[src/soc_pkg.sv]
package soc_pkg;

   // bus widths
   localparam int data_w = 32;
   localparam int addr_w = 12;
   localparam int strb_w = data_w / 8;

   // address map, word addressed
   // bit 11 picks the slave: 0 memory, 1 uart
   localparam int sel_bit = 11;
   localparam int mem_addr_w = 10;
   localparam int mem_words = 2 ** mem_addr_w;

   // uart register offsets in address[1:0]
   localparam logic [1:0] uart_txdata = 2'd0;
   localparam logic [1:0] uart_status = 2'd1;
   localparam logic [1:0] uart_rxdata = 2'd2;

   // serial timing, clocks per bit
   localparam int baud_div = 8;
   localparam int half_div = baud_div / 2;
   localparam int baud_cnt_w = $clog2(baud_div);

   typedef logic [data_w-1:0] data_t;
   typedef logic [addr_w-1:0] addr_t;
   typedef logic [strb_w-1:0] strb_t;
   typedef logic [7:0] byte_t;
   typedef logic [baud_cnt_w-1:0] baud_cnt_t;
   typedef logic [2:0] bit_cnt_t;

   typedef enum logic [1:0] {
      tx_idle,
      tx_startbit,
      tx_databits,
      tx_stopbit
   } tx_state_t;

   typedef enum logic [1:0] {
      rx_idle,
      rx_startbit,
      rx_databits,
      rx_stopbit
   } rx_state_t;

endpackage

[src/bus_split.sv]
module bus_split
   import soc_pkg::*;
   (
   // master side
   input  logic  m_valid,
   input  addr_t m_address,
   input  data_t m_wdata,
   input  strb_t m_wstrb,
   output data_t m_rdata,
   output logic  m_ready,

   // slave requests
   output logic  mem_valid,
   output logic  uart_valid,
   output addr_t s_address,
   output data_t s_wdata,
   output strb_t s_wstrb,

   // slave responses
   input  data_t mem_rdata,
   input  logic  mem_ready,
   input  data_t uart_rdata,
   input  logic  uart_ready
   );

   logic sel_uart;

   // slave select straight from the address
   assign sel_uart = m_address[sel_bit];

   assign mem_valid  = m_valid & ~sel_uart;
   assign uart_valid = m_valid & sel_uart;

   // request payload goes to both slaves
   assign s_address = m_address;
   assign s_wdata   = m_wdata;
   assign s_wstrb   = m_wstrb;

   // response from the selected slave only
   always_comb begin
      if (sel_uart) begin
         m_rdata = uart_rdata;
         m_ready = uart_ready;
      end else begin
         m_rdata = mem_rdata;
         m_ready = mem_ready;
      end
   end

   // no clock here, so checks are deferred
   always_comb begin
      // a slave may only answer a request still held by the master
      if (m_ready === 1'b1) begin
         a_ready_valid: assert final (m_valid === 1'b1)
            else $error("ready without a pending request");
      end
   end

endmodule

[config.mk]
export PLATFORM = sky130hd
export DESIGN_NAME = bus_split
export DESIGN_NICKNAME = d
export VERILOG_FILES = /design/src/soc_pkg.sv /design/src/bus_split.sv
export SDC_FILE = /design/constraint.sdc
export NUM_CORES = 1
export LEC_CHECK = 0
export ABC_CLOCK_PERIOD_IN_PS = 1200
export BUFFER_PORTS_ARGS = -buffer_cell sky130_fd_sc_hd__buf_2
export CAP_MARGIN = 10
export CORE_AREA = 2 2 76 78
export DETAILED_ROUTE_END_ITERATION = 10
export DIE_AREA = 0 0 78 80
export PLACE_DENSITY_LB_ADDON = 0.15
export SYNTH_ARGS = -nofsm -noshare
export SYNTH_HDL_FRONTEND = slang
export SYNTH_SLANG_ARGS = --single-unit
export TNS_END_PERCENT = 1
[constraint.sdc]
create_clock -name vclk -period 1.2
set_clock_uncertainty 0.1 [all_clocks]
set_input_delay 0.24 -clock vclk [all_inputs]
set_output_delay 0.24 -clock vclk [all_outputs]
set_load 0.1 [all_outputs]
# Word level (Yosys, flattened, before mapping)

Index checks and enable logic that the tools add are counted.
Widths: inputs -> output; s select.

Bits in registers: 0
Bits of input ports: 115
Output and inout port bits: 83
Word-level logic and storage cells: 5

Multiplexer cells: 2
Bitwise operators: 3

Operators by type and width:

| cell        | number |
|---|---|
| $mux 32     | 1 |
| $and 1x1->1 | 2 |
| $mux 1      | 1 |
| $not 1->1   | 1 |

# Depth between registers and ports, before layout

Depth in word-level cells: 2
Mapped depth: 3
Gate-level depth less buffers: 1

# Least setup slack after synthesis

No wires, ideal clock.

Path kind: input to output
Start point: input port m_address[11]
End point: output port mem_valid
Arrival: 1,855 ps
Required time: 860 ps
Setup slack: -995 ps
Stages: 3
Path buffers: 2
Cells stage by stage: buf_6 buf_8 nor2b_1

Word-level cells in the longest chain between the ends: 2

RTL lines:

| what        | line            | text |
|---|---|---|
| from (decl) | bus_split.sv:6  | `input addr_t m_address,` |
| $not 1->1   | bus_split.sv:31 | `assign mem_valid = m_valid & ~sel_uart;` |
| $and 1x1->1 | bus_split.sv:31 |  |
| to (decl)   | bus_split.sv:13 | `output logic mem_valid,` |

Every way passes these cells.

# Final worst setup path

Start point: input port m_address[11]
End point: output port m_rdata[27]

Word-level cells in the longest chain between the ends: 1

RTL lines:

| what      | line            | text |
|---|---|---|
| $mux 32   | bus_split.sv:41 | `if (sel_uart) begin` |
| to (decl) | bus_split.sv:9  | `output data_t m_rdata,` |

Every way passes these cells.

==> out/results.ini <==
[power_and_ir_drop]
leakage_uw=0.000966
peakVddDrop_v=0.000388
p_total_uw=1500
p_per_area_mw_per_mm2=818

[detailed_routing]
vias=833
drtIter0Drc=3
wire_per_inst_um=14.8
wl_mm=3.23
viasPerCell=3.82
firstDrtPassIters=2
ant_nets=0
drc_errors=0

[placement]
port-buffer-count=104
place_ws_ns=-0.350
routabilityCongestion=0.750
place.detailed.hpwl_mm=2.90

[layout]
area_growth_pct=100
multi_input_area_um2=514
fillers=546
layout-drive-gt1-share_pct=100
antenna-diode-count=0
regArea_um2=0
fin_util_pct=33.9
nClkBuffers=0
nFlopsAndLatches=0
nets=263

[floorplan]
die_x_um=78
die_y_um=80
dieArea_mm2=0.00624
initial_core_util_pct=16.9
rows=27
fp.coreArea_mm2=0.00541
io_pins=198

[global_routing]
grt_antenna_before_repair=0
grt_usage_pct=9.94
overflow=0
grt_pass1_vias=1004
grt_pass1_wl_mm=4.88
grt_max_degree=9

[timing]
clock.fmax_mhz=747
setup_viol=35
rsz0062_at_grt=yes
hold_slack_ns=0.380
slew_headroom_pct=93.9
final-hold-violation-count=0
period_share_pct=112
min_period_ns=1.34
fin_ws_ns=-0.139
worst_pin_slew_ns=0.0916
drv_slew=0

[worst_hold_path]
min_path_cells=0
hp-class=in -> out
hp-start=m_wdata[10]
holdPathEnd=s_wdata[10]

[synth]
syn_inst=87
synth.avg_cell_area_um2=10.5
ys_seq_area_share_pct=0
syn_nets=202
synth_area_um2=916
synth.distinct_cells=8
ys_warn_count=0

[setup_path]
cp-end-kind=primary output
crit_arrival_ns=1.00
critPathLaunch=m_address[11]
cp-start-kind=input port
path_class=in -> out
crit_required_ns=0.86
crit_fanout=8

[job]
drv_cap=0

[run_status]
failed_checks=negative setup slack
status=complete, but fails checks

-- how the worst max path moves through the flow --
stage | end | slack, ns | cells past startpoint
3_5_place_dp | m_rdata[14] | -0.35 | 4
6_report | m_rdata[27] | -0.14 | 4
3_3_place_gp | m_rdata[28] | -0.34 | 4
4_1_cts | m_rdata[14] | -0.14 | 4
5_1_grt | m_rdata[28] | -0.15 | 4
2_1_floorplan | mem_valid | -0.14 | 3
-- cell families after synthesis --
logic type,Yosys count,share of synthesized area [%]
multiplexers,33,52.0
buffers and inverters,52,46.6
AND/OR/NAND/NOR,2,1.37
-- per-layer routing --
layer | vias up | part of all wire (%) | GRT usage, %
li1 | 363 | - | -
met1 | 364 | 29 | 8.39
met2 | 88 | 50 | 18.5
met3 | 18 | 17 | 6.22
met4 | 0 | 3.9 | 4.21
met5 | - | 0 | 0
-- power by group --
| group | internal [uW] | total [uW] | switching (uW) |
|---|---|---|---|
| Combinational | 620 | 1500 | 881 |
| Sequential | 0 | 0 | 0 |
| Clock | 0 | 0 | 0 |
-- layout make-up --
| type | count | share of cell area, % |
|---|---|---|
| multi-input cells | 35 | 28.0 |
| well taps | 72 | 4.91 |
| repair buffers | 111 | 67.1 |
-- cell usage in the layout (no fill, tap or decap) --
cell type / synthesis / layout
and2_4: 0 / 1
buf_12: 2 / 38
buf_16: 0 / 3
buf_2: 0 / 67
buf_4: 48 / 1
buf_6: 1 / 1
bufbuf_16: 0 / 1
mux2_2: 5 / 1
mux2_4: 28 / 32
nor2b_4: 0 / 1
-- metrics by stage --
| stage | TNS (ns) | std cells | area, um2 |
|---|---|---|---|
| floorplan | -2.63 | 87 | 938 |
| global placement | -10.40 | 213 | 1690 |
| detailed placement | -10.79 | 213 | 1690 |
| global route | -4.76 | 218 | 1830 |
| CTS | -4.35 | 217 | 1820 |
| finish | -4.34 | 218 | 1830 |
-- cells in the mapped netlist --
cell / n / share of area [%]
and2_1: 1 / 0.68
mux2_4: 28 / 46
nor2b_1: 1 / 0.68
buf_4: 48 / 39
buf_12: 2 / 4.4
buf_6: 1 / 1.2
buf_8: 1 / 1.6
mux2_2: 5 / 6.1
-- worst max-delay path, cell delays in order --
cell and delay, ns:
buf_16 0.13, buf_12 0.14, mux2_4 0.31, buf_12 0.17
-- timing repair --
item                       CTS  global route
hold buffers                 0             0
cloned                       3             0
buffers inserted             1             1
resized for setup           12             1
setup endpoints to repair   35            33
Power figures use the tool's default switching activity.
