--- config.mk ---
export PLATFORM = sky130hd
export DESIGN_NAME = uart
export DESIGN_NICKNAME = d
export VERILOG_FILES = /design/src/soc_pkg.sv /design/src/uart.sv /design/src/uart_rx.sv /design/src/uart_tx.sv
export SDC_FILE = /design/constraint.sdc
export NUM_CORES = 1
export LEC_CHECK = 0
export ABC_AREA = 1
export BUFFER_PORTS_ARGS = -buffer_cell sky130_fd_sc_hd__buf_2
export CELL_PAD_IN_SITES_DETAIL_PLACEMENT = 0
export CELL_PAD_IN_SITES_GLOBAL_PLACEMENT = 1
export CORE_ASPECT_RATIO = 1.75
export CORE_MARGIN = 8
export CORE_UTILIZATION = 35
export CTS_CLUSTER_DIAMETER = 150
export DETAILED_ROUTE_END_ITERATION = 7
export GPL_TIMING_DRIVEN = 0
export PLACE_DENSITY = 0.7
export SLEW_MARGIN = 25
export SYNTH_ARGS = -nofsm -noshare
export SYNTH_HDL_FRONTEND = slang
export SYNTH_HIERARCHICAL = 1
export SYNTH_SLANG_ARGS = --single-unit
--- constraint.sdc ---
create_clock -name clk -period 3.7 [get_ports clk]
set_clock_uncertainty 0.1 [all_clocks]
set_input_delay 0.74 -clock clk [delete_from_list [all_inputs] [get_ports clk]]
set_output_delay 0.74 -clock clk [all_outputs]
set_load 0.01 [all_outputs]
--- src/soc_pkg.sv ---
package soc_pkg;

   // bus widths
   localparam int data_w = 32;
   localparam int addr_w = 12;
   localparam int strb_w = data_w / 8;

   // address map, word addressed
   // bit 11 picks the slave: 0 memory, 1 uart
   localparam int sel_bit = 11;
   localparam int mem_addr_w = 10;
   localparam int mem_words = 2 ** mem_addr_w;

   // uart register offsets in address[1:0]
   localparam logic [1:0] uart_txdata = 2'd0;
   localparam logic [1:0] uart_status = 2'd1;
   localparam logic [1:0] uart_rxdata = 2'd2;

   // serial timing, clocks per bit
   localparam int baud_div = 8;
   localparam int half_div = baud_div / 2;
   localparam int baud_cnt_w = $clog2(baud_div);

   typedef logic [data_w-1:0] data_t;
   typedef logic [addr_w-1:0] addr_t;
   typedef logic [strb_w-1:0] strb_t;
   typedef logic [7:0] byte_t;
   typedef logic [baud_cnt_w-1:0] baud_cnt_t;
   typedef logic [2:0] bit_cnt_t;

   typedef enum logic [1:0] {
      tx_idle,
      tx_startbit,
      tx_databits,
      tx_stopbit
   } tx_state_t;

   typedef enum logic [1:0] {
      rx_idle,
      rx_startbit,
      rx_databits,
      rx_stopbit
   } rx_state_t;

endpackage

--- src/uart.sv ---
module uart
   import soc_pkg::*;
   (
   input  logic  clk,
   input  logic  reset,

   // native bus slave
   input  logic  valid,
   input  addr_t address,
   input  data_t wdata,
   input  strb_t wstrb,
   output data_t rdata,
   output logic  ready,

   // serial line
   output logic  txd,
   input  logic  rxd
   );

   logic [1:0] reg_sel;
   logic access;
   logic wr;
   logic rd;

   logic tx_start;
   logic tx_busy;
   byte_t rx_byte;
   logic rx_done;
   byte_t rx_hold;
   logic rx_valid;

   assign reg_sel = address[1:0];
   assign access  = valid & ~ready;
   assign wr      = access & (|wstrb);
   assign rd      = access & ~(|wstrb);

   // writes while busy are acked but ignored
   assign tx_start = wr & (reg_sel == uart_txdata) & ~tx_busy;

   always_ff @(posedge clk) begin
      if (reset) begin
         ready <= 1'b0;
      end else begin
         ready <= valid & ~ready;
      end
   end

   // register read mux, sampled on the request cycle
   always_ff @(posedge clk) begin
      if (access) begin
         case (reg_sel)
            uart_status: rdata <= {{(data_w-2){1'b0}}, rx_valid, tx_busy};
            uart_rxdata: rdata <= {{(data_w-8){1'b0}}, rx_hold};
            default:     rdata <= '0;
         endcase
      end
   end

   // latest received byte, a new one overwrites
   always_ff @(posedge clk) begin
      if (rx_done) begin
         rx_hold <= rx_byte;
      end
   end

   // set by receiver, cleared when software reads the byte
   always_ff @(posedge clk) begin
      if (reset) begin
         rx_valid <= 1'b0;
      end else if (rx_done) begin
         rx_valid <= 1'b1;
      end else if (rd && reg_sel == uart_rxdata) begin
         rx_valid <= 1'b0;
      end
   end

   uart_tx uart_tx0 (
      .clk   (clk),
      .reset (reset),
      .start (tx_start),
      .data  (wdata[7:0]),
      .txd   (txd),
      .busy  (tx_busy)
   );

   uart_rx uart_rx0 (
      .clk   (clk),
      .reset (reset),
      .rxd   (rxd),
      .data  (rx_byte),
      .done  (rx_done)
   );

   // the transmitter must take every start
   a_tx_start: assert property (
      @(posedge clk) disable iff (reset)
      tx_start |=> tx_busy
   ) else $error("transmit start not accepted");

endmodule

--- src/uart_rx.sv ---
module uart_rx
   import soc_pkg::*;
   (
   input  logic  clk,
   input  logic  reset,
   input  logic  rxd,
   output byte_t data,
   output logic  done
   );

   logic rxd_meta;
   logic rxd_sync;
   logic rxd_prev;
   logic fall;

   rx_state_t state;
   baud_cnt_t baud_cnt;
   bit_cnt_t bit_cnt;
   byte_t shift;
   logic baud_tick;
   logic half_tick;

   // two-flop synchroniser plus one for edge detect
   always_ff @(posedge clk) begin
      if (reset) begin
         rxd_meta <= 1'b1;
         rxd_sync <= 1'b1;
         rxd_prev <= 1'b1;
      end else begin
         rxd_meta <= rxd;
         rxd_sync <= rxd_meta;
         rxd_prev <= rxd_sync;
      end
   end

   assign fall      = rxd_prev & ~rxd_sync;
   assign baud_tick = (baud_cnt == baud_cnt_t'(baud_div - 1));
   assign half_tick = (baud_cnt == baud_cnt_t'(half_div - 1));

   always_ff @(posedge clk) begin
      if (reset) begin
         state    <= rx_idle;
         baud_cnt <= '0;
         bit_cnt  <= '0;
         done     <= 1'b0;
      end else begin
         done     <= 1'b0;
         baud_cnt <= baud_cnt + 1'b1;
         case (state)
            rx_idle: begin
               baud_cnt <= '0;
               bit_cnt  <= '0;
               if (fall) begin
                  state <= rx_startbit;
               end
            end
            // half a bit in, then every full bit lands mid-bit
            rx_startbit: begin
               if (half_tick) begin
                  baud_cnt <= '0;
                  state    <= rxd_sync ? rx_idle : rx_databits;
               end
            end
            rx_databits: begin
               if (baud_tick) begin
                  baud_cnt <= '0;
                  bit_cnt  <= bit_cnt + 1'b1;
                  if (bit_cnt == 3'd7) begin
                     state <= rx_stopbit;
                  end
               end
            end
            rx_stopbit: begin
               if (baud_tick) begin
                  baud_cnt <= '0;
                  done     <= rxd_sync;
                  state    <= rx_idle;
               end
            end
            default: state <= rx_idle;
         endcase
      end
   end

   // shift in from the top, lsb arrives first
   always_ff @(posedge clk) begin
      if (state == rx_databits && baud_tick) begin
         shift <= {rxd_sync, shift[7:1]};
      end
      if (state == rx_stopbit && baud_tick && rxd_sync) begin
         data <= shift;
      end
   end

endmodule

--- src/uart_tx.sv ---
module uart_tx
   import soc_pkg::*;
   (
   input  logic  clk,
   input  logic  reset,
   input  logic  start,
   input  byte_t data,
   output logic  txd,
   output logic  busy
   );

   tx_state_t state;
   baud_cnt_t baud_cnt;
   bit_cnt_t bit_cnt;
   byte_t shift;
   logic baud_tick;

   assign baud_tick = (baud_cnt == baud_cnt_t'(baud_div - 1));
   assign busy = (state != tx_idle);

   always_ff @(posedge clk) begin
      if (reset) begin
         state    <= tx_idle;
         baud_cnt <= '0;
         bit_cnt  <= '0;
      end else begin
         // free running within a frame, parked at 0 when idle
         if (state == tx_idle || baud_tick) begin
            baud_cnt <= '0;
         end else begin
            baud_cnt <= baud_cnt + 1'b1;
         end
         case (state)
            tx_idle: begin
               bit_cnt <= '0;
               if (start) begin
                  state <= tx_startbit;
               end
            end
            tx_startbit: begin
               if (baud_tick) begin
                  state <= tx_databits;
               end
            end
            tx_databits: begin
               if (baud_tick) begin
                  bit_cnt <= bit_cnt + 1'b1;
                  if (bit_cnt == 3'd7) begin
                     state <= tx_stopbit;
                  end
               end
            end
            tx_stopbit: begin
               if (baud_tick) begin
                  state <= tx_idle;
               end
            end
            default: state <= tx_idle;
         endcase
      end
   end

   // lsb first, next bit moves down at each bit boundary
   always_ff @(posedge clk) begin
      if (state == tx_idle && start) begin
         shift <= data;
      end else if (state == tx_databits && baud_tick) begin
         shift <= {1'b0, shift[7:1]};
      end
   end

   always_comb begin
      case (state)
         tx_startbit: txd = 1'b0;
         tx_databits: txd = shift[0];
         default:     txd = 1'b1;
      endcase
   end

endmodule

# Word-level counts from Yosys, hierarchy flattened
# Cells that the tools add are included.
# word_totals
register_bits	86
input_bits	52
wordCells	105
# classes
addsub	4
n_eq_ne	23
mux	26
n_bitwise	12
reduce_logical	23
# ops
op	count
2-bit 2-to-1 mux	11
2-bit by 1-bit inequality test with 1-bit output (second input constant)	10
8-bit 2-to-1 mux	2
2-bit one-hot mux with 4 select lines	2
8-bit one-hot mux with 2 select lines	1
3-bit by 1-bit adder with 3-bit output (second input constant)	4
3-bit == test (second input constant)	4
3-bit 2-to-1 mux	4
3-bit one-hot mux with 2 select lines	2
2-bit == test (second input constant)	5
5-bit AND reduction	2
2-bit nonzero test	5
3-bit one-hot mux with 3 select lines	1
1-bit bitwise AND	6
2-bit by 1-bit == test with 1-bit output (second input constant)	3
1-bit logical AND	6
2-bit zero test	3
1-bit NOT	6
2-bit AND reduction	2
2-bit OR reduction	2
4-bit OR reduction	1
3-bit by 2-bit == test with 1-bit output (second input constant)	1
3-bit OR reduction	1
1-bit 2-to-1 mux	2
2 further kinds	2

# Longest topological paths before layout
# Gate-level depths: netlist of the first run.
# depth
depth_word	7
mapped_depth	12

# Modules after synthesis
# Netlist of the first run, hierarchy kept.
# by_module_without_submodules
module	n_inst	cells_per_inst	area_per_inst_um2	seq_area_each_um2
uart_rx	1	88	1036.0	720.7
uart	1	81	893.4	520.5
uart_tx	1	82	802.0	400.4

# Worst setup path after synthesis of the first run
# OpenSTA, ideal clock, no wires.
# synth_path
path_type	input-to-reg
startpoint	input valid
endpoint	register uart_tx0.shift[0] (enable)
setup_time_ps	329
t_arrival_ps	1602
required_time_ps	3271
slack_ps	1669
cell_stages	6
path_buffers	0
path_cell_list	nand2_1 > inv_1 > nand3_1 > nor2_1 > nand2_2 > nand2_1
# synth_between
elab_chain_cells	6
# synth_lines
item	line_no	source
from (decl)	uart.sv:8	input logic valid,
1-bit bitwise AND	uart.sv:33	assign access = valid & ~ready;
net access	uart.sv:21	logic access;
1-bit bitwise AND	uart.sv:34	assign wr = access & (|wstrb);
1-bit bitwise AND (2 in a row)	uart.sv:38	assign tx_start = wr & (reg_sel == uart_txdata) & ~tx_busy;
net tx_start	uart.sv:25	logic tx_start;
1-bit logical AND	uart_tx.sv:65	if (state == tx_idle && start) begin
2-bit nonzero test (no line)	n/a	
to (signal assigned)	uart_tx.sv:66	shift <= data;
to (signal assigned)	uart_tx.sv:68	shift <= {1'b0, shift[7:1]};
to (decl)	uart_tx.sv:15	byte_t shift;
# The timed path passes the listed nets, and every way through them passes these cells.
# A chain may end at the register's enable or synchronous reset.

# Worst setup path after layout of the first run
# layout_path
startpoint	register uart_tx0.state[0]
endpoint	output txd
# layout_between
elab_chain_cells	2
# layout_lines
item	line_no	source
from (decl)	uart_tx.sv:12	tx_state_t state;
from (signal assigned)	uart_tx.sv:23	state <= tx_idle;
from (signal assigned)	uart_tx.sv:37	state <= tx_startbit;
from (signal assigned)	uart_tx.sv:42	state <= tx_databits;
2-bit == test / 2-bit by 1-bit == test with 1-bit output (equally long branches)	uart_tx.sv:73	case (state)
1-bit one-hot mux with 2 select lines *	uart_tx.sv:73	
to (decl)	uart.sv:16	output logic txd,
# Mark *: on every way between the ends. The rest lies on a longest branch, timed or not.

==> flow_summary.html, run 1 <==
<table>
<tr><th>Metric</th><th>Value</th></tr>
<tr><th colspan="2">Global route</th></tr>
<tr><td>Overall Global Routing Usage</td><td>8.23%</td></tr>
<tr><td>Total global routing overflow</td><td>0</td></tr>
<tr><td>Maximum number of pins on one net before global-route repair</td><td>13</td></tr>
<tr><td>Via count of the first global-routing pass</td><td>1606</td></tr>
<tr><td>Wire length of the first global-routing pass</td><td>6930 um</td></tr>
<tr><td>Number of antenna violations at the first check in global routing</td><td>0</td></tr>
<tr><th colspan="2">Synth</th></tr>
<tr><td>Netlist Area Pre-Place</td><td>0.00273 mm^2</td></tr>
<tr><td>Flops &amp; latches, synth</td><td>62</td></tr>
<tr><td>Distinct cell type count of the synthesized netlist</td><td>22</td></tr>
<tr><td>Average footprint of a synthesized cell</td><td>10.9 um^2</td></tr>
<tr><td>Warnings, synthesis</td><td>6</td></tr>
<tr><td>Cell count after synthesis</td><td>251</td></tr>
<tr><td>Sequential fraction of the synthesis area</td><td>60.1%</td></tr>
<tr><th colspan="2">Die</th></tr>
<tr><td>Die area</td><td>0.0110 mm^2</td></tr>
<tr><td>Chip Height</td><td>133 um</td></tr>
<tr><td>Width of the chip</td><td>82.8 um</td></tr>
<tr><td>Std-Cell Core Area</td><td>0.00757 mm^2</td></tr>
<tr><td>Row Count</td><td>42</td></tr>
<tr><td>Starting Density</td><td>36.1%</td></tr>
<tr><td>Number of top-level design ports</td><td>86</td></tr>
<tr><th colspan="2">Drt</th></tr>
<tr><td>Number of detailed-route iterations in the first pass</td><td>4</td></tr>
<tr><td>DR iter-0 viols</td><td>61</td></tr>
<tr><td>Wire length per cell after detailed routing</td><td>10.3 um</td></tr>
<tr><td>Antenna Violating Nets Remaining</td><td>0</td></tr>
<tr><td>Total via count in the routed design</td><td>1688</td></tr>
<tr><td>Routed vias/inst</td><td>4.17</td></tr>
<tr><td>Final routed DRC violation total</td><td>0</td></tr>
<tr><td>Sum of routed wire length over all layers</td><td>4190 um</td></tr>
<tr><th colspan="2">Clock tree</th></tr>
<tr><td>Clock tree root buffer cell</td><td>sky130_fd_sc_hd__clkbuf_16</td></tr>
<tr><td># hold bufs at CTS</td><td>0</td></tr>
<tr><td>Clock-pin slew of the registers on the worst-case setup and hold paths</td><td>0.05 ns</td></tr>
<tr><td>CTS H-tree depth</td><td>3</td></tr>
<tr><td>Later-pin clock latency in the skew report</td><td>0.32 ns</td></tr>
<tr><td>Gates resized, CTS repair</td><td>0</td></tr>
<tr><td>Clock sink total</td><td>62</td></tr>
<tr><td>Clock tree buffer depth</td><td>2</td></tr>
<tr><td>CTS tree</td><td>done</td></tr>
<tr><td>Post-CTS setup-driven buffer insertion count</td><td>0</td></tr>
<tr><td>Clock buffer count from CTS</td><td>9</td></tr>
<tr><th colspan="2">Place</th></tr>
<tr><td>RePlAce Congestion</td><td>0.714</td></tr>
<tr><td>Total placed instance area</td><td>0.00306 mm^2</td></tr>
<tr><td>Final HPWL from detailed placement</td><td>3230 um</td></tr>
<tr><td>Port Buffer Count</td><td>27</td></tr>
<tr><th colspan="2">Layout</th></tr>
<tr><td>Share of post-route cells with drive strength above 1</td><td>26.5%</td></tr>
<tr><td>Area of the multi-input gates</td><td>843 um^2</td></tr>
<tr><td>Total area of sequential cells</td><td>0.00164 mm^2</td></tr>
<tr><td>Most common library cell in the layout ignoring fill and taps</td><td>sky130_fd_sc_hd__edfxtp_1</td></tr>
<tr><td>Top library cells by usage in the layout, fill and taps aside</td><td>40 x sky130_fd_sc_hd__edfxtp_1, 39 x sky130_fd_sc_hd__nand2_1, 38 x sky130_fd_sc_hd__inv_1</td></tr>
<tr><td>Diode count</td><td>0</td></tr>
<tr><td>Post-route cell area</td><td>0.00341 mm^2</td></tr>
<tr><td>Final #Nets</td><td>383</td></tr>
<tr><td>Layout overhead on the synthesized area</td><td>25.0%</td></tr>
<tr><td>Fill cell total of the finished layout</td><td>732</td></tr>
<tr><th colspan="2">Timing</th></tr>
<tr><td>Final max-slew violation count</td><td>0</td></tr>
<tr><td>Final Hold Vio Count</td><td>0</td></tr>
<tr><td>Final setup violation count</td><td>0</td></tr>
<tr><td>Worst max-slew margin expressed relative to the limit</td><td>60.9%</td></tr>
<tr><td>Setup TNS</td><td>0 ns</td></tr>
<tr><td>Transition time at the pin with the least slew margin</td><td>0.584 ns</td></tr>
<tr><td>Timing-limited maximum frequency</td><td>445 MHz</td></tr>
<tr><td>Period utilization</td><td>60.7%</td></tr>
<tr><td>Final period demand of the worst path</td><td>2.25 ns</td></tr>
<tr><td>Unrepaired setup endpoints after global routing</td><td>no</td></tr>
<tr><th colspan="2">Setup path</th></tr>
<tr><td>Worst path required time</td><td>2.86 ns</td></tr>
<tr><td>Kind of launch point of the worst setup path</td><td>flip-flop</td></tr>
<tr><td>RR Startpoint</td><td>ready</td></tr>
<tr><td>Critical path capture point</td><td>txd</td></tr>
<tr><td>Largest stage delay, worst path</td><td>0.38 ns</td></tr>
<tr><td>Cell count of the worst reg-to-reg path</td><td>7</td></tr>
<tr><td>Crit Path Max Fanout</td><td>7</td></tr>
<tr><td>Reg2reg setup slack</td><td>1.77 ns</td></tr>
<tr><td>Chain of cells forming the critical path</td><td>inv_1 &gt; ha_1 &gt; o21ai_0 &gt; buf_2</td></tr>
<tr><td>Category of the most critical setup path</td><td>flip-flop to output port</td></tr>
<tr><td>Reg-to-Reg End</td><td>uart_tx0/shift[3]</td></tr>
<tr><td>Cell type group with the largest total delay on the critical path</td><td>flip-flops</td></tr>
<tr><td>Worst Path Arrival</td><td>1.41 ns</td></tr>
<tr><td>Number of gates on the worst path with buffers counted</td><td>4</td></tr>
<tr><td>Crit path buf inv count</td><td>2</td></tr>
<tr><td>CP max stage cell</td><td>sky130_fd_sc_hd__dfxtp_1</td></tr>
<tr><td>Category of the worst setup path capture point</td><td>output port</td></tr>
<tr><td>Critical path startpoint</td><td>uart_tx0/state[0]</td></tr>
<tr><th colspan="2">Power and ir drop</th></tr>
<tr><td>Fraction of power spent switching nets</td><td>25.7%</td></tr>
<tr><td>Logic gate share of total power</td><td>17.5%</td></tr>
<tr><td>Internal power contribution</td><td>1600 uW</td></tr>
<tr><td>Clk pwr share</td><td>44.3%</td></tr>
<tr><td>Static Leakage</td><td>0.00156 uW</td></tr>
<tr><td>Cell area power density</td><td>629 mW/mm^2</td></tr>
<tr><td>IR Drop Worst-Case VDD</td><td>0.271 mV</td></tr>
<tr><td>Switching power total</td><td>551 uW</td></tr>
<tr><td>Flop pwr share</td><td>38.2%</td></tr>
<tr><th colspan="2">Run</th></tr>
<tr><td>Count of max-cap constraint violations</td><td>0</td></tr>
<tr><th colspan="2">Worst hold path</th></tr>
<tr><td>Min-delay worst type</td><td>flip-flop to flip-flop</td></tr>
<tr><th colspan="2">Outcome</th></tr>
<tr><td>Result of the run</td><td>completed</td></tr>
</table>
-- power by group through the flow --
stage / logic [uW] / registers [uW] / clock network [uW]
2_1_floorplan: 296 / 831 / 0
3_3_place_gp: 375 / 835 / 0
3_5_place_dp: 381 / 836 / 0
4_1_cts: 382 / 822 / 978
5_1_grt: 443 / 828 / 1010
6_report: 376 / 821 / 952
-- state kept, by name (all words and copies together), names as in the netlist, named ones only --
name	flops
uart_tx0/bit_cnt	3
rx_hold	8
ready	1
uart_rx0/state	1
uart_rx0/done	1
uart_tx0/state	2
uart_rx0/shift	8
uart_rx0/rxd_meta	1
rx_valid	1
uart_rx0/bit_cnt	3
uart_rx0/data	8
uart_tx0/shift	8
uart_tx0/baud_cnt	3
uart_rx0/rxd_prev	1
rdata	8
uart_rx0/rxd_sync	1
uart_rx0/baud_cnt	3
-- cells in the mapped netlist, drive strengths merged --
master	n	area (um^2)
dfxtp	22	440
a21oi	12	60.1
nand2	40	153
nor4	1	6.26
nor3	2	10.0
buf	25	191
conb	1	3.75
o21ai	9	48.8
nor2	22	85.1
ha	19	238
inv	39	146
nand3	9	50.1
mux2	7	78.8
edfxtp	40	1200
or2	3	18.8
-- per-layer routing --
layer  GRT usage (%)  routed length, um  up-vias
met2            13.8               2200       38
met3            2.37                295       11
met5               0                  0        -
met1            7.80               1560      752
met4            6.66                139        0
li1                -                  -      887
-- how the worst min path moves through the flow --
stage	startpoint	depth (start not counted)	slack (ns)	endpoint
after CTS	uart_rx0/rxd_meta	1	0.31	uart_rx0/rxd_sync
after detailed placement	uart_rx0/rxd_meta	1	0.30	uart_rx0/rxd_sync
after global routing	uart_rx0/data[7]	0	0.32	rx_hold[7]
after global placement	uart_rx0/rxd_meta	1	0.30	uart_rx0/rxd_sync
after floorplan	uart_rx0/rxd_meta	1	0.29	uart_rx0/rxd_sync
final	uart_rx0/rxd_meta	1	0.31	uart_rx0/rxd_sync
-- cell families after synthesis --
| group | count (synthesis) | share of synthesized area [%] |
|---|---|---|
| simple gates | 77 | 11.8 |
| buf+inv | 64 | 12.4 |
| flops | 62 | 60.1 |
| compound gates | 21 | 3.99 |
| fa+ha+maj | 19 | 8.70 |
| mux | 7 | 2.89 |
| other cells | 1 | 0.137 |
-- cell type report --
| cell class | instances | share of cell area (%) |
|---|---|---|
| multi-input combinational | 148 | 24.7 |
| timing repair buffer | 27 | 3.96 |
| clock inverter | 7 | 3.55 |
| buffer | 25 | 5.61 |
| inverter | 39 | 4.29 |
| clock buffer | 9 | 6.60 |
| sequential | 62 | 48.1 |
| tap | 88 | 3.22 |
-- worst register-to-register path: stages (launching register included) --
cell and delay (ns):
sky130_fd_sc_hd__dfxtp_1 0.31, sky130_fd_sc_hd__inv_1 0.08, sky130_fd_sc_hd__nand2_1 0.07, sky130_fd_sc_hd__inv_1 0.26, sky130_fd_sc_hd__nand3_1 0.13, sky130_fd_sc_hd__nor2_1 0.17
sky130_fd_sc_hd__nand2_2 0.17, sky130_fd_sc_hd__nand2_1 0.30
-- stage by stage --
stage | setup WS (ns) | power, uW | instances | hold slack (ns) | utilization [%]
after floorplan | 1.67 | 1130 | 274 | 0.289 | -
after global placement | 1.30 | 1210 | 389 | 0.297 | 40.5
after detailed placement | 1.27 | 1220 | 389 | 0.299 | 40.5
after CTS | 1.43 | 2180 | 405 | 0.312 | 45.1
after global routing | 1.32 | 2280 | 405 | 0.321 | 45.1
final | 1.45 | 2150 | 405 | 0.309 | 45.1
Note: power is estimated with default switching activity, not from simulation.
==> run 2: changes to the inputs <==
- ABC_AREA: 1 -> 0
- clock period: 3.7 -> 1.8 ns (I/O delays scaled with it)
==> run 2 against run 1 <==
The flow now finishes with violations (negative setup slack). Combinational power up 60%. Critical path depth up 1. Flip-flop and latch count unchanged. Cell area up 3.7%. Hold slack worse by 0.18 ns. Register-to-register slack worse by 1.8 ns. Highest routed layer unchanged.
==> flow_summary.html, run 2 <==
<table>
<tr><th>Metric</th><th>Value</th></tr>
<tr><th colspan="2">Power and ir drop</th></tr>
<tr><td>Final Total Pwr</td><td>4050 uW</td></tr>
<tr><td>Cell area power density</td><td>1140 mW/mm^2</td></tr>
<tr><td>Switching power total</td><td>942 uW</td></tr>
<tr><td>Static Leakage</td><td>0.00150 uW</td></tr>
<tr><td>Logic gate share of total power</td><td>14.9%</td></tr>
<tr><td>Clk pwr share</td><td>45.9%</td></tr>
<tr><td>Internal power contribution</td><td>3110 uW</td></tr>
<tr><td>Fraction of power spent switching nets</td><td>23.3%</td></tr>
<tr><td>IR Drop Worst-Case VDD</td><td>0.701 mV</td></tr>
<tr><td>Flop pwr share</td><td>39.2%</td></tr>
<tr><th colspan="2">Setup path</th></tr>
<tr><td>Kind of launch point of the worst setup path</td><td>flip-flop</td></tr>
<tr><td>Category of the worst setup path capture point</td><td>flip-flop</td></tr>
<tr><td>Category of the most critical setup path</td><td>flip-flop to flip-flop</td></tr>
<tr><td>Chain of cells forming the critical path</td><td>inv_2 &gt; ha_1 &gt; or3_4 &gt; a2111o_1 &gt; o211a_1</td></tr>
<tr><td>Largest stage delay, worst path</td><td>0.41 ns</td></tr>
<tr><td>Worst path required time</td><td>1.91 ns</td></tr>
<tr><td>CP max stage cell</td><td>sky130_fd_sc_hd__a2111o_1</td></tr>
<tr><td>Crit Path Max Fanout</td><td>7</td></tr>
<tr><td>Worst Path Arrival</td><td>1.92 ns</td></tr>
<tr><th colspan="2">Clock tree</th></tr>
<tr><td>Clock tree buffer depth</td><td>2</td></tr>
<tr><td>Later-pin clock latency in the skew report</td><td>0.32 ns</td></tr>
<tr><td>CTS tree</td><td>done</td></tr>
<tr><td>CTS H-tree depth</td><td>3</td></tr>
<tr><td>Clock sink total</td><td>62</td></tr>
<tr><td>Clock buffer count from CTS</td><td>9</td></tr>
<tr><td>Clock-pin slew of the registers on the worst-case setup and hold paths</td><td>0.06 ns</td></tr>
<tr><td>Clock tree root buffer cell</td><td>sky130_fd_sc_hd__clkbuf_16</td></tr>
<tr><th colspan="2">Die</th></tr>
<tr><td>Die area</td><td>0.0111 mm^2</td></tr>
<tr><td>Chip Height</td><td>134 um</td></tr>
<tr><td>Row Count</td><td>43</td></tr>
<tr><td>Starting Density</td><td>35.5%</td></tr>
<tr><td>Number of top-level design ports</td><td>86</td></tr>
<tr><td>Std-Cell Core Area</td><td>0.00780 mm^2</td></tr>
<tr><td>Width of the chip</td><td>83.3 um</td></tr>
<tr><th colspan="2">Global route</th></tr>
<tr><td>Wire length of the first global-routing pass</td><td>7270 um</td></tr>
<tr><td>Via count of the first global-routing pass</td><td>1639</td></tr>
<tr><td>Total global routing overflow</td><td>0</td></tr>
<tr><td>Number of antenna violations at the first check in global routing</td><td>0</td></tr>
<tr><td>Maximum number of pins on one net before global-route repair</td><td>14</td></tr>
<tr><td>Overall Global Routing Usage</td><td>8.03%</td></tr>
<tr><th colspan="2">Synth</th></tr>
<tr><td>Average footprint of a synthesized cell</td><td>13.3 um^2</td></tr>
<tr><td>Sequential fraction of the synthesis area</td><td>59.3%</td></tr>
<tr><td>Ranking of synthesized cells by area</td><td>sky130_fd_sc_hd__edfxtp_1 43%, sky130_fd_sc_hd__dfxtp_1 16%, sky130_fd_sc_hd__ha_1 8.6%, sky130_fd_sc_hd__buf_4 6.5%, sky130_fd_sc_hd__mux2_2 3.7%</td></tr>
<tr><td>Most common library cells after synthesis</td><td>40 x sky130_fd_sc_hd__edfxtp_1, 24 x sky130_fd_sc_hd__buf_4, 22 x sky130_fd_sc_hd__dfxtp_1</td></tr>
<tr><td>Cell count after synthesis</td><td>209</td></tr>
<tr><td>Top FF cell, synth</td><td>sky130_fd_sc_hd__edfxtp_1</td></tr>
<tr><td>Most instantiated library cell after synthesis</td><td>sky130_fd_sc_hd__edfxtp_1</td></tr>
<tr><td>Netlist Area Pre-Place</td><td>0.00277 mm^2</td></tr>
<tr><td>Synth top area share</td><td>43.4%</td></tr>
<tr><td>Distinct cell type count of the synthesized netlist</td><td>39</td></tr>
<tr><td>Flops &amp; latches, synth</td><td>62</td></tr>
<tr><td>Number of enable flip-flop cells after synthesis</td><td>40</td></tr>
<tr><td>Post-synthesis async set-or-reset flop share</td><td>0%</td></tr>
<tr><td>Cell accounting for the most synthesized area</td><td>sky130_fd_sc_hd__edfxtp_1</td></tr>
<tr><td>Warnings, synthesis</td><td>6</td></tr>
<tr><th colspan="2">Drt</th></tr>
<tr><td>Final routed DRC violation total</td><td>0</td></tr>
<tr><td>Routed vias/inst</td><td>4.35</td></tr>
<tr><td>Antenna Violating Nets Remaining</td><td>0</td></tr>
<tr><td>Wire length per cell after detailed routing</td><td>11.5 um</td></tr>
<tr><td>Sum of routed wire length over all layers</td><td>4250 um</td></tr>
<tr><td>Total via count in the routed design</td><td>1614</td></tr>
<tr><td>Number of detailed-route iterations in the first pass</td><td>4</td></tr>
<tr><td>DR iter-0 viols</td><td>41</td></tr>
<tr><th colspan="2">Timing</th></tr>
<tr><td>Final Hold Vio Count</td><td>0</td></tr>
<tr><td>Timing-limited maximum frequency</td><td>552 MHz</td></tr>
<tr><td>Final max-slew violation count</td><td>0</td></tr>
<tr><td>Unrepaired setup endpoints after global routing</td><td>yes</td></tr>
<tr><td>Final setup violation count</td><td>1</td></tr>
<tr><td>Final period demand of the worst path</td><td>1.81 ns</td></tr>
<tr><td>Period utilization</td><td>101%</td></tr>
<tr><td>Setup TNS</td><td>-0.0124 ns</td></tr>
<tr><td>Setup WS post-layout</td><td>-0.0124 ns</td></tr>
<tr><th colspan="2">Place</th></tr>
<tr><td>Final HPWL from detailed placement</td><td>3130 um</td></tr>
<tr><td>RePlAce Congestion</td><td>0.696</td></tr>
<tr><td>Port Buffer Count</td><td>27</td></tr>
<tr><td>Post-placement worst setup slack</td><td>-0.155 ns</td></tr>
<tr><th colspan="2">Layout</th></tr>
<tr><td>Most common library cell in the layout ignoring fill and taps</td><td>sky130_fd_sc_hd__edfxtp_1</td></tr>
<tr><td>Final #Nets</td><td>347</td></tr>
<tr><td>Area of the multi-input gates</td><td>0.00102 mm^2</td></tr>
<tr><td>Fill cell total of the finished layout</td><td>711</td></tr>
<tr><td>Share of post-route cells with drive strength above 1</td><td>40.9%</td></tr>
<tr><td>Diode count</td><td>0</td></tr>
<tr><td>Total area of sequential cells</td><td>0.00165 mm^2</td></tr>
<tr><td>Layout overhead on the synthesized area</td><td>27.8%</td></tr>
<tr><td>Top library cells by usage in the layout, fill and taps aside</td><td>40 x sky130_fd_sc_hd__edfxtp_1, 31 x sky130_fd_sc_hd__buf_4, 29 x sky130_fd_sc_hd__buf_2</td></tr>
<tr><th colspan="2">Outcome</th></tr>
<tr><td>Result of the run</td><td>finished with violations</td></tr>
<tr><td>Violations in the final reports</td><td>negative setup slack</td></tr>
<tr><th colspan="2">Run</th></tr>
<tr><td>Count of max-cap constraint violations</td><td>0</td></tr>
<tr><th colspan="2">Worst hold path</th></tr>
<tr><td>Min-delay worst type</td><td>input port to flip-flop</td></tr>
</table>
run 2: through the flow:
stage	hold WS (ns)	cells	util, %	instance area, um^2
after floorplan	0.289	232	-	2900
after global placement	0.293	349	40.4	3150
after detailed placement	0.299	349	40.4	3150
after CTS	0.115	369	45.1	3520
after global routing	0.116	371	45.4	3540
final	0.126	371	45.4	3540
run 2: final timing paths:
| kind | startpoint | end | slack, ns | depth (start not counted) |
|---|---|---|---|---|
| hold reg to reg | uart_rx0/rxd_meta | uart_rx0/rxd_sync | 0.31 | 1 |
| setup / recovery | uart_tx0/state[0] | uart_tx0/state[0] | -0.01 | 5 |
| hold / removal | rxd | uart_rx0/rxd_meta | 0.13 | 2 |
| setup reg to reg | uart_tx0/state[0] | uart_tx0/state[0] | -0.01 | 5 |
run 2: area by class of cell:
type,instances,share of cell area (%)
flip-flops and latches,62,46.5
plain buffers,27,5.69
clock buffers,9,6.36
well taps,90,3.18
repair buffers,34,5.30
clock inverters,7,2.90
inverters,11,1.31
multi-input cells,131,28.8
run 2: per-layer routing:
layer  routed length, um  track usage (%)  part of all wire (%)
met4                  51             3.83                   1.2
met1                1620             7.18                    38
met2                2320             14.4                    54
met5                   0                0                     0
met3                 266             4.16                   6.3
run 2: cells by family after synthesis:
| family | share of synthesized area [%] |
|---|---|
| AOI/OAI and AO/OA | 4.97 |
| adders and majority gates | 8.58 |
| buffers and inverters | 8.94 |
| DFF | 59.3 |
| muxes | 4.92 |
| other | 0.135 |
| and+or+nand+nor | 13.2 |
run 2: critical path: cells and delay by family, from the launching register on:
family,cells,cell delay [ns]
DFF,1,0.33
buffers and inverters,1,0.05
and+or+nand+nor,1,0.40
adders and majority gates,1,0.29
AOI/OAI and AO/OA,2,0.53
run 2: power groups by stage:
stage	combinational, uW	sequential (uW)	clock, uW
6_report	603	1590	1860
4_1_cts	566	1590	1910
3_5_place_dp	498	1620	0
5_1_grt	664	1590	1990
3_3_place_gp	494	1620	0
2_1_floorplan	388	1620	0
run 2: repair_timing:
action	in CTS	in global routing
setup endpoints to repair	34	24
hold buffers	0	0
pin swaps	4	4
resized for setup	6	2
setup buffers	5	2
